## config.mk

```make
export PLATFORM = sky130hd
export DESIGN_NAME = rtio_core_top
export DESIGN_NICKNAME = d
export VERILOG_FILES = /design/src/rtio_pkg.sv /design/src/rtio_edge_counter.sv /design/src/rtio_wb_slave.sv /design/src/rtio_event_fifo.sv /design/src/rtio_event_exec.sv /design/src/rtio_core_top.sv
export SDC_FILE = /design/constraint.sdc
export NUM_CORES = 2
export LEC_CHECK = 0
export BUFFER_PORTS_ARGS = -buffer_cell sky130_fd_sc_hd__buf_2
export CAP_MARGIN = 20
export CORE_UTILIZATION = 56
export CTS_CLUSTER_SIZE = 20
export DETAILED_ROUTE_END_ITERATION = 12
export HOLD_SLACK_MARGIN = 0.1
export PLACE_DENSITY = 0.76
export SLEW_MARGIN = 20
export SYNTH_ARGS = -nofsm -noshare
export SYNTH_HDL_FRONTEND = slang
export SYNTH_SLANG_ARGS = --single-unit
```

## constraint.sdc

```tcl
create_clock -name rtio_clk_i -period 12.76 [get_ports rtio_clk_i]
set_clock_uncertainty 0.2 [all_clocks]
set_input_delay 2.552 -clock rtio_clk_i [delete_from_list [all_inputs] [get_ports rtio_clk_i]]
set_output_delay 2.552 -clock rtio_clk_i [all_outputs]
set_load 0.005 [all_outputs]
```

## src/rtio_pkg.sv

```systemverilog
package rtio_pkg;

    //////////////////////////////
    // Widths
    //////////////////////////////
    localparam int TS_W        = 64;
    localparam int PAYLOAD_W   = 64;
    localparam int WB_DW       = 32;
    localparam int WB_AW       = 8;
    localparam int EDGE_CNT_W  = 32;
    localparam int FIFO_LVL_W  = 8;
    localparam int DDS_AMP_W   = 14;
    localparam int DDS_PHASE_W = 14;
    localparam int DDS_FTW_W   = 32;
    localparam int CNT_CTRL_W  = 4;

    //////////////////////////////
    // Register map, byte offsets
    //////////////////////////////
    localparam logic [WB_AW-1:0] REG_CTRL       = 8'h00;
    localparam logic [WB_AW-1:0] REG_STATUS     = 8'h04;
    localparam logic [WB_AW-1:0] REG_TS_LO      = 8'h10;
    localparam logic [WB_AW-1:0] REG_TS_HI      = 8'h14;
    localparam logic [WB_AW-1:0] REG_PL_LO      = 8'h18;
    localparam logic [WB_AW-1:0] REG_PL_HI      = 8'h1C;
    localparam logic [WB_AW-1:0] REG_PUSH_DDS   = 8'h20;
    localparam logic [WB_AW-1:0] REG_PUSH_CNT   = 8'h24;
    localparam logic [WB_AW-1:0] REG_EDGE_COUNT = 8'h30;

    // Field positions in CTRL and STATUS
    localparam int CTRL_RUN_BIT    = 0;
    localparam int CTRL_TCLR_BIT   = 1;
    localparam int STATUS_FULL_BIT = 0;
    localparam int STATUS_LVL_LSB  = 8;

    // Counter control field bits
    localparam int CNT_ARM_RISE = 0;
    localparam int CNT_ARM_FALL = 1;
    localparam int CNT_CLEAR    = 2;

    typedef enum logic {
        DEST_DDS = 1'b0,
        DEST_CNT = 1'b1
    } rtio_dest_e;

    // Queued command is {dest, timestamp, payload}
    localparam int CMD_W        = TS_W + PAYLOAD_W + 1;
    localparam int CMD_TS_LSB   = PAYLOAD_W;
    localparam int CMD_DEST_BIT = TS_W + PAYLOAD_W;

    // One payload word, two readings chosen by the destination
    typedef union packed {
        struct packed {
            logic [3:0]             rsvd;
            logic [DDS_AMP_W-1:0]   amp;
            logic [DDS_PHASE_W-1:0] phase;
            logic [DDS_FTW_W-1:0]   ftw;
        } dds;
        struct packed {
            logic [PAYLOAD_W-CNT_CTRL_W-1:0] rsvd;
            logic [CNT_CTRL_W-1:0]           ctrl;
        } cnt;
    } rtio_payload_u;

endpackage

```

## src/rtio_edge_counter.sv

```systemverilog
`timescale 1ns/1ns

module rtio_edge_counter
    import rtio_pkg::*;
(
    input  logic                  rtio_clk_i,
    input  logic                  rst_n_i,
    input  logic                  edge_sig_i,
    input  logic                  ctrl_load_i,
    input  logic [CNT_CTRL_W-1:0] ctrl_i,
    output logic [EDGE_CNT_W-1:0] count_o
);

    // Two sync flops, then one more for the previous level
    logic sync1_q;
    logic sync2_q;
    logic prev_q;
    logic arm_rise_q;
    logic arm_fall_q;
    logic rise_w;
    logic fall_w;
    logic [EDGE_CNT_W-1:0] count_q;

    always_ff @(posedge rtio_clk_i or negedge rst_n_i) begin
        if (!rst_n_i) begin
            sync1_q <= 1'b0;
            sync2_q <= 1'b0;
            prev_q  <= 1'b0;
        end else begin
            sync1_q <= edge_sig_i;
            sync2_q <= sync1_q;
            prev_q  <= sync2_q;
        end
    end

    assign rise_w = sync2_q & ~prev_q;
    assign fall_w = ~sync2_q & prev_q;

    always_ff @(posedge rtio_clk_i or negedge rst_n_i) begin
        if (!rst_n_i) begin
            arm_rise_q <= 1'b0;
            arm_fall_q <= 1'b0;
            count_q    <= '0;
        end else begin
            if (ctrl_load_i) begin
                arm_rise_q <= ctrl_i[CNT_ARM_RISE];
                arm_fall_q <= ctrl_i[CNT_ARM_FALL];
            end
            // Clear wins over an edge in the same cycle
            if (ctrl_load_i && ctrl_i[CNT_CLEAR]) begin
                count_q <= '0;
            end else if ((rise_w && arm_rise_q) || (fall_w && arm_fall_q)) begin
                count_q <= count_q + 1'b1;
            end
        end
    end

    assign count_o = count_q;

endmodule

```

## src/rtio_wb_slave.sv

```systemverilog
`timescale 1ns/1ns

module rtio_wb_slave
    import rtio_pkg::*;
#(
    parameter int FIFO_DEPTH = 8
) (
    input  logic                  rtio_clk_i,
    input  logic                  rst_n_i,
    input  logic                  wb_cyc_i,
    input  logic                  wb_stb_i,
    input  logic                  wb_we_i,
    input  logic [WB_AW-1:0]      wb_adr_i,
    input  logic [WB_DW-1:0]      wb_dat_i,
    input  logic                  fifo_full_i,
    input  logic [FIFO_LVL_W-1:0] fifo_level_i,
    input  logic [EDGE_CNT_W-1:0] edge_count_i,
    output logic [WB_DW-1:0]      wb_dat_o,
    output logic                  wb_ack_o,
    output logic                  push_o,
    output logic [CMD_W-1:0]      push_cmd_o,
    output logic                  run_o,
    output logic                  time_clear_o
);

    // Level bits that can be nonzero for this depth
    localparam int LVL_W = $clog2(FIFO_DEPTH) + 1;

    logic             access;
    logic             is_push;
    logic             stall;
    logic             start;
    logic             wr_en;
    logic             ack_q;
    logic             run_q;
    logic             tclr_q;
    logic [WB_DW-1:0] ts_lo_q;
    logic [WB_DW-1:0] ts_hi_q;
    logic [WB_DW-1:0] pl_lo_q;
    logic [WB_DW-1:0] pl_hi_q;
    logic [WB_DW-1:0] status_w;
    logic [WB_DW-1:0] rd_mux;
    logic [WB_DW-1:0] dat_q;
    rtio_dest_e       push_dest;

    //////////////////////////////
    // Bus handshake
    //////////////////////////////
    assign access  = wb_cyc_i & wb_stb_i;
    assign is_push = (wb_adr_i == REG_PUSH_DDS) || (wb_adr_i == REG_PUSH_CNT);
    // Push write waits here while the FIFO has no room
    assign stall   = wb_we_i & is_push & fifo_full_i;
    // First cycle of an access that can complete
    assign start   = access & ~ack_q & ~stall;
    assign wr_en   = start & wb_we_i;

    always_ff @(posedge rtio_clk_i or negedge rst_n_i) begin
        if (!rst_n_i) begin
            ack_q <= 1'b0;
        end else begin
            // Once given, ack holds until stb drops
            ack_q <= access & (ack_q | ~stall);
        end
    end

    // Gated by stb so ack falls together with it
    assign wb_ack_o = ack_q & access;

    //////////////////////////////
    // Control register
    //////////////////////////////
    always_ff @(posedge rtio_clk_i or negedge rst_n_i) begin
        if (!rst_n_i) begin
            run_q  <= 1'b0;
            tclr_q <= 1'b0;
        end else begin
            tclr_q <= 1'b0;
            if (wr_en && wb_adr_i == REG_CTRL) begin
                run_q  <= wb_dat_i[CTRL_RUN_BIT];
                tclr_q <= wb_dat_i[CTRL_TCLR_BIT];
            end
        end
    end

    assign run_o        = run_q;
    assign time_clear_o = tclr_q;

    // Staging words for the next command
    always_ff @(posedge rtio_clk_i) begin
        if (wr_en) begin
            case (wb_adr_i)
                REG_TS_LO: ts_lo_q <= wb_dat_i;
                REG_TS_HI: ts_hi_q <= wb_dat_i;
                REG_PL_LO: pl_lo_q <= wb_dat_i;
                REG_PL_HI: pl_hi_q <= wb_dat_i;
                default: ;
            endcase
        end
    end

    //////////////////////////////
    // Command push
    //////////////////////////////
    assign push_dest  = (wb_adr_i == REG_PUSH_CNT) ? DEST_CNT : DEST_DDS;
    assign push_o     = wr_en & is_push;
    assign push_cmd_o = {push_dest, ts_hi_q, ts_lo_q, pl_hi_q, pl_lo_q};

    //////////////////////////////
    // Readback
    //////////////////////////////
    always_comb begin
        status_w = '0;
        status_w[STATUS_FULL_BIT] = fifo_full_i;
        status_w[STATUS_LVL_LSB +: LVL_W] = fifo_level_i[LVL_W-1:0];
    end

    always_comb begin
        rd_mux = '0;
        case (wb_adr_i)
            REG_CTRL:       rd_mux[CTRL_RUN_BIT] = run_q;
            REG_STATUS:     rd_mux = status_w;
            REG_TS_LO:      rd_mux = ts_lo_q;
            REG_TS_HI:      rd_mux = ts_hi_q;
            REG_PL_LO:      rd_mux = pl_lo_q;
            REG_PL_HI:      rd_mux = pl_hi_q;
            REG_EDGE_COUNT: rd_mux = edge_count_i;
            default:        rd_mux = '0;
        endcase
    end

    // Read data sampled with the cycle that raises ack
    always_ff @(posedge rtio_clk_i or negedge rst_n_i) begin
        if (!rst_n_i) begin
            dat_q <= '0;
        end else if (start && !wb_we_i) begin
            dat_q <= rd_mux;
        end
    end

    assign wb_dat_o = dat_q;

endmodule

```

## src/rtio_event_fifo.sv

```systemverilog
`timescale 1ns/1ns

module rtio_event_fifo
    import rtio_pkg::*;
#(
    parameter int FIFO_DEPTH = 8
) (
    input  logic                  rtio_clk_i,
    input  logic                  rst_n_i,
    input  logic                  push_i,
    input  logic [CMD_W-1:0]      push_cmd_i,
    input  logic                  pop_i,
    output logic [CMD_W-1:0]      head_cmd_o,
    output logic                  empty_o,
    output logic                  full_o,
    output logic [FIFO_LVL_W-1:0] level_o
);

    localparam int AW = $clog2(FIFO_DEPTH);

    logic [CMD_W-1:0] mem [FIFO_DEPTH];
    // Extra MSB tells a full ring from an empty one
    logic [AW:0]      wr_ptr;
    logic [AW:0]      rd_ptr;
    logic [AW:0]      fill;
    logic             do_push;
    logic             do_pop;

    assign empty_o = (wr_ptr == rd_ptr);
    assign full_o  = (wr_ptr[AW] != rd_ptr[AW]) && (wr_ptr[AW-1:0] == rd_ptr[AW-1:0]);
    assign fill    = wr_ptr - rd_ptr;
    assign level_o = FIFO_LVL_W'(fill);

    assign do_push = push_i & ~full_o;
    assign do_pop  = pop_i & ~empty_o;

    // Storage
    always_ff @(posedge rtio_clk_i) begin
        if (do_push) begin
            mem[wr_ptr[AW-1:0]] <= push_cmd_i;
        end
    end

    // Pointers
    always_ff @(posedge rtio_clk_i or negedge rst_n_i) begin
        if (!rst_n_i) begin
            wr_ptr <= '0;
            rd_ptr <= '0;
        end else begin
            if (do_push) begin
                wr_ptr <= wr_ptr + 1'b1;
            end
            if (do_pop) begin
                rd_ptr <= rd_ptr + 1'b1;
            end
        end
    end

    // Show-ahead, head valid whenever not empty
    assign head_cmd_o = mem[rd_ptr[AW-1:0]];

endmodule

```

## src/rtio_event_exec.sv

```systemverilog
`timescale 1ns/1ns

module rtio_event_exec
    import rtio_pkg::*;
(
    input  logic                   rtio_clk_i,
    input  logic                   rst_n_i,
    input  logic                   run_i,
    input  logic                   time_clear_i,
    input  logic [CMD_W-1:0]       head_cmd_i,
    input  logic                   empty_i,
    input  logic                   edge_sig_i,
    output logic                   pop_o,
    output logic [DDS_FTW_W-1:0]   dds_ftw_o,
    output logic [DDS_PHASE_W-1:0] dds_phase_o,
    output logic [DDS_AMP_W-1:0]   dds_amp_o,
    output logic                   dds_update_o,
    output logic [EDGE_CNT_W-1:0]  edge_count_o
);

    logic [TS_W-1:0] time_q;
    logic [TS_W-1:0] head_ts;
    rtio_payload_u   head_pl;
    rtio_dest_e      head_dest;
    logic            pop_w;
    logic            dds_load;
    logic            cnt_load;

    //////////////////////////////
    // Time counter
    //////////////////////////////
    always_ff @(posedge rtio_clk_i or negedge rst_n_i) begin
        if (!rst_n_i) begin
            time_q <= '0;
        end else if (time_clear_i) begin
            time_q <= '0;
        end else if (run_i) begin
            time_q <= time_q + 1'b1;
        end
    end

    //////////////////////////////
    // Head decode and pop
    //////////////////////////////
    assign head_ts   = head_cmd_i[CMD_TS_LSB +: TS_W];
    assign head_pl   = head_cmd_i[PAYLOAD_W-1:0];
    assign head_dest = rtio_dest_e'(head_cmd_i[CMD_DEST_BIT]);

    // Due once the timestamp has been reached, one per cycle
    assign pop_w = run_i & ~empty_i & (head_ts <= time_q);
    assign pop_o = pop_w;

    assign dds_load = pop_w & (head_dest == DEST_DDS);
    assign cnt_load = pop_w & (head_dest == DEST_CNT);

    //////////////////////////////
    // DDS settings
    //////////////////////////////
    always_ff @(posedge rtio_clk_i or negedge rst_n_i) begin
        if (!rst_n_i) begin
            dds_ftw_o    <= '0;
            dds_phase_o  <= '0;
            dds_amp_o    <= '0;
            dds_update_o <= 1'b0;
        end else begin
            // Strobe marks the cycle the new settings appear
            dds_update_o <= dds_load;
            if (dds_load) begin
                dds_ftw_o   <= head_pl.dds.ftw;
                dds_phase_o <= head_pl.dds.phase;
                dds_amp_o   <= head_pl.dds.amp;
            end
        end
    end

    // Counter control applied at the edge ending the pop
    rtio_edge_counter u_edge_counter (
        .rtio_clk_i  (rtio_clk_i),
        .rst_n_i     (rst_n_i),
        .edge_sig_i  (edge_sig_i),
        .ctrl_load_i (cnt_load),
        .ctrl_i      (head_pl.cnt.ctrl),
        .count_o     (edge_count_o)
    );

endmodule

```

## src/rtio_core_top.sv

```systemverilog
`timescale 1ns/1ns

module rtio_core_top
    import rtio_pkg::*;
#(
    parameter int FIFO_DEPTH = 8
) (
    input  logic                   rtio_clk_i,
    input  logic                   rst_n_i,
    input  logic                   wb_cyc_i,
    input  logic                   wb_stb_i,
    input  logic                   wb_we_i,
    input  logic [WB_AW-1:0]       wb_adr_i,
    input  logic [WB_DW-1:0]       wb_dat_i,
    output logic [WB_DW-1:0]       wb_dat_o,
    output logic                   wb_ack_o,
    input  logic                   edge_sig_i,
    output logic [DDS_FTW_W-1:0]   dds_ftw_o,
    output logic [DDS_PHASE_W-1:0] dds_phase_o,
    output logic [DDS_AMP_W-1:0]   dds_amp_o,
    output logic                   dds_update_o
);

    logic                  push;
    logic [CMD_W-1:0]      push_cmd;
    logic                  fifo_full;
    logic                  fifo_empty;
    logic [FIFO_LVL_W-1:0] fifo_level;
    logic [CMD_W-1:0]      head_cmd;
    logic                  pop;
    logic                  run;
    logic                  time_clear;
    logic [EDGE_CNT_W-1:0] edge_count;

    //////////////////////////////
    // Bus side, command producer
    //////////////////////////////
    rtio_wb_slave #(
        .FIFO_DEPTH (FIFO_DEPTH)
    ) u_wb_slave (
        .rtio_clk_i   (rtio_clk_i),
        .rst_n_i      (rst_n_i),
        .wb_cyc_i     (wb_cyc_i),
        .wb_stb_i     (wb_stb_i),
        .wb_we_i      (wb_we_i),
        .wb_adr_i     (wb_adr_i),
        .wb_dat_i     (wb_dat_i),
        .fifo_full_i  (fifo_full),
        .fifo_level_i (fifo_level),
        .edge_count_i (edge_count),
        .wb_dat_o     (wb_dat_o),
        .wb_ack_o     (wb_ack_o),
        .push_o       (push),
        .push_cmd_o   (push_cmd),
        .run_o        (run),
        .time_clear_o (time_clear)
    );

    // Command queue
    rtio_event_fifo #(
        .FIFO_DEPTH (FIFO_DEPTH)
    ) u_event_fifo (
        .rtio_clk_i (rtio_clk_i),
        .rst_n_i    (rst_n_i),
        .push_i     (push),
        .push_cmd_i (push_cmd),
        .pop_i      (pop),
        .head_cmd_o (head_cmd),
        .empty_o    (fifo_empty),
        .full_o     (fifo_full),
        .level_o    (fifo_level)
    );

    //////////////////////////////
    // Timed executor
    //////////////////////////////
    rtio_event_exec u_event_exec (
        .rtio_clk_i   (rtio_clk_i),
        .rst_n_i      (rst_n_i),
        .run_i        (run),
        .time_clear_i (time_clear),
        .head_cmd_i   (head_cmd),
        .empty_i      (fifo_empty),
        .edge_sig_i   (edge_sig_i),
        .pop_o        (pop),
        .dds_ftw_o    (dds_ftw_o),
        .dds_phase_o  (dds_phase_o),
        .dds_amp_o    (dds_amp_o),
        .dds_update_o (dds_update_o),
        .edge_count_o (edge_count)
    );

endmodule

```

==> impl_metrics.tcl <==
set metrics [dict create \
    period_needed_ns 6.70 \
    tightest_slew_ns 1.13 \
    clk_pin_slew_ns 0.06 \
    hold_buffers 0 \
    rsz0062_at_grt "no" \
    grt_pass1_wl_mm 183 \
    status "finished clean" \
    wirelength_mm 123 \
    synth_commonest_cells "edfxtp_1 (1128), nand2_1 (491), mux4_2 (250)" \
    synth_compound_area_frac 0.0213 \
    syn_nets 3113 \
    numClockSinks 1333 \
    drive_gt1_frac 0.204 \
    hold_path_class "reg -> reg" \
    synth.area.mux_share 0.121 \
    timing.hold.ws_ns 0.186 \
    hpwlAfterDp_mm 70.6 \
    powerDensity_nw_per_um2 148 \
    critPathRequiredTime_ns 13.11 \
    synth_area_leaders "edfxtp_1 (64%), mux4_2 (11%), dfrtp_1 (9.7%)" \
    end_kind "flop" \
    wire_per_inst_um 27.2 \
    gp_congestion 0.856 \
    syn-cell-area_um2 52700 \
    cts_tree "built" \
    grt_usage 0.262 \
    die_w_um 309 \
    synthFlopType "edfxtp_1" \
    numPortBuffers 139 \
    grt_pass1_vias 29100 \
    synth_warnings 0 \
    startpoint_type "flop" \
    cp_max_fo 70 \
    avgSynthCellArea_um2 17.6 \
    period_share 0.525 \
    maxCapViolations 0 \
    setup_tns_ns 0 \
    cts-root-buf "clkbuf_16" \
    yosys.area_share.xor_xnor 0.0161 \
    power.leakage_uw 0.0208 \
    cts_resized 0 \
    clock_path_buffers 3 \
    yosysMostFrequentCell "edfxtp_1" \
    ys_seq_area_frac 0.740 \
    vias 28700 \
    syn_inst 2995 \
    fp-row-count 112 \
    synth-simple-area-share 0.0681 \
    drt_iter0_drc 3355 \
    ys_ff_latch 1333 \
    crit_arrival_ns 7.06 \
    drc 0 \
    grt.overflow.total 0 \
    grt_max_degree 127 \
    antenna_found_initial 2 \
    ir_drop_uv 128 \
    num_io_pins 140 \
    final_nets 3300 \
    fmax_mhz 149 \
    hold_viol_final 0 \
    core_um2 93300 \
    post_cts_buffers 0 \
    syn_to_final_growth_pct 12.4 \
    dieHeight_um 309 \
    htreeDepth 3 \
    cts-buffers-inserted 121 \
    yosys.area.top_type_share 0.643 \
    ant_nets 0 \
    maxSlewHeadroom 0.243 \
    fillCellCount 6222 \
    synthArstFlopShare 0.154 \
    drt_first_pass_iters 7 \
    synth_edf_count 1128 \
    critPathKind "reg -> reg" \
    start_util 0.565 \
    clk_latency_ns 0.71 \
    drv_slew 0 \
    synth-adder-area-share 0.0172 \
    routed_via_density 6.31 \
    synth_cell_type_count 62 \
    finalSetupViolations 0 \
    dieArea_um2 95400 \
    synth_top_family_by_area "multiplexers" \
    synth_area_leader_cell "edfxtp_1" \
]
-- placed cells by master, fill, tap and decap left out, types with 5 or more instances in the layout --
cell type,n
o21ai_0,24
mux2_2,5
mux4_2,250
xnor2_1,77
clkinv_2,29
inv_1,78
buf_4,45
xor2_1,20
mux2_1,58
a21oi_1,35
nor3_1,22
nand4_1,36
clkinvlp_4,5
or3_1,6
and4_1,13
and3_1,11
mux2i_1,5
clkinv_1,24
nor2_1,124
clkbuf_1,17
a22o_1,28
edfxtp_1,1128
buf_2,138
a221oi_1,7
clkbuf_16,125
and2_1,5
bufinv_16,21
nor3_2,5
nor2_4,6
dfrtp_1,201
a222oi_1,29
nand2_1,491
ha_1,71
nand3_1,64
nand2b_1,5
nor4_1,10
-- kinds of logic (layout without fill, tap and decap cells) --
kind of cell,Yosys count,count (layout)
buffers and inverters,205,500
other,0,1
AND/OR/NAND/NOR,823,823
XOR/XNOR,97,97
adder cells (fa/ha/maj),72,72
AO/OA/AOI/OAI,147,147
flip-flops,1333,1333
multiplexers,318,318
-- final timing paths --
kind,from,endpoint,slack (ns),depth (start not counted)
setup / recovery,u_event_fifo.rd_ptr[2],u_event_exec.dds_phase_o[1],6.06,14
hold / removal,u_event_exec.u_edge_counter.sync1_q,u_event_exec.u_edge_counter.sync2_q,0.19,0
setup reg to reg,u_event_fifo.rd_ptr[2],u_event_exec.dds_phase_o[1],6.06,14
hold reg to reg,u_event_exec.u_edge_counter.sync1_q,u_event_exec.u_edge_counter.sync2_q,0.19,0
max in group asynchronous,rst_n_i,u_event_fifo.rd_ptr[2],9.16,2
min in group asynchronous,rst_n_i,u_event_exec.dds_ftw_o[28],1.65,1
-- sequential cells by signal, summed over array words and instances, names as in the netlist, 4 cells and up --
signal	cells
u_event_fifo.mem	1000
u_event_exec.time_q	64
u_event_exec.dds_ftw_o	32
u_event_exec.u_edge_counter.count_o	32
u_wb_slave.pl_hi_q	32
u_wb_slave.pl_lo_q	32
u_wb_slave.ts_hi_q	32
u_wb_slave.ts_lo_q	32
u_wb_slave.wb_dat_o	32
u_event_exec.dds_amp_o	14
u_event_exec.dds_phase_o	14
u_event_fifo.rd_ptr	4
u_event_fifo.wr_ptr	4
-- stage by stage --
stage / utilization / area, um2 / std cells / worst slack (ns) / total power (uW)
after floorplan: - / 52700 / 2995 / 2.78 / 4970
after global placement: 0.589 / 54900 / 4309 / 5.90 / 5050
after detailed placement: 0.589 / 55000 / 4311 / 5.72 / 5050
after CTS: 0.634 / 59200 / 4542 / 5.67 / 8790
after global routing: 0.635 / 59200 / 4544 / 5.90 / 8970
final: 0.635 / 59200 / 4545 / 6.06 / 8760
-- final cells by class --
type	count	area (um2)	share of cell area
antenna	1	2.50	0.0000423
clock buffer	145	3230	0.0546
clock inverter	86	957	0.0162
inverter	79	299	0.00505
multi-input combinational	1457	13000	0.219
sequential	1333	39000	0.659
tap	1254	1570	0.0265
timing repair buffer	190	1190	0.0200
-- worst max-delay path, stage by stage, from the launching register on --
cell      delay [ns]
dfrtp_4         0.86
inv_4           0.17
buf_4           0.71
buf_4           0.95
nand2_1         0.10
nand2_1         0.16
ha_1            0.18
nand4_1         0.22
nor4_1          0.52
nand4_1         0.29
a31oi_1         0.31
nor4_2          0.12
o211ai_4        0.35
buf_4           0.69
mux2_1          0.41
-- report_power, final --
part / leakage [uW] / switching [uW] / internal [uW]
Clock: 0.00205 / 1570 / 2230
Combinational: 0.00574 / 142 / 131
Sequential: 0.0130 / 13.6 / 4680
-- per-layer routing --
layer | GRT usage | vias up | part of all wire
li1 | - | 11900 | -
met1 | 0.363 | 14900 | 0.38
met2 | 0.430 | 1645 | 0.49
met3 | 0.0393 | 223 | 0.095
met4 | 0.0901 | 2 | 0.026
met5 | 0 | - | 0.00014
(Power assumes the default switching activity.)
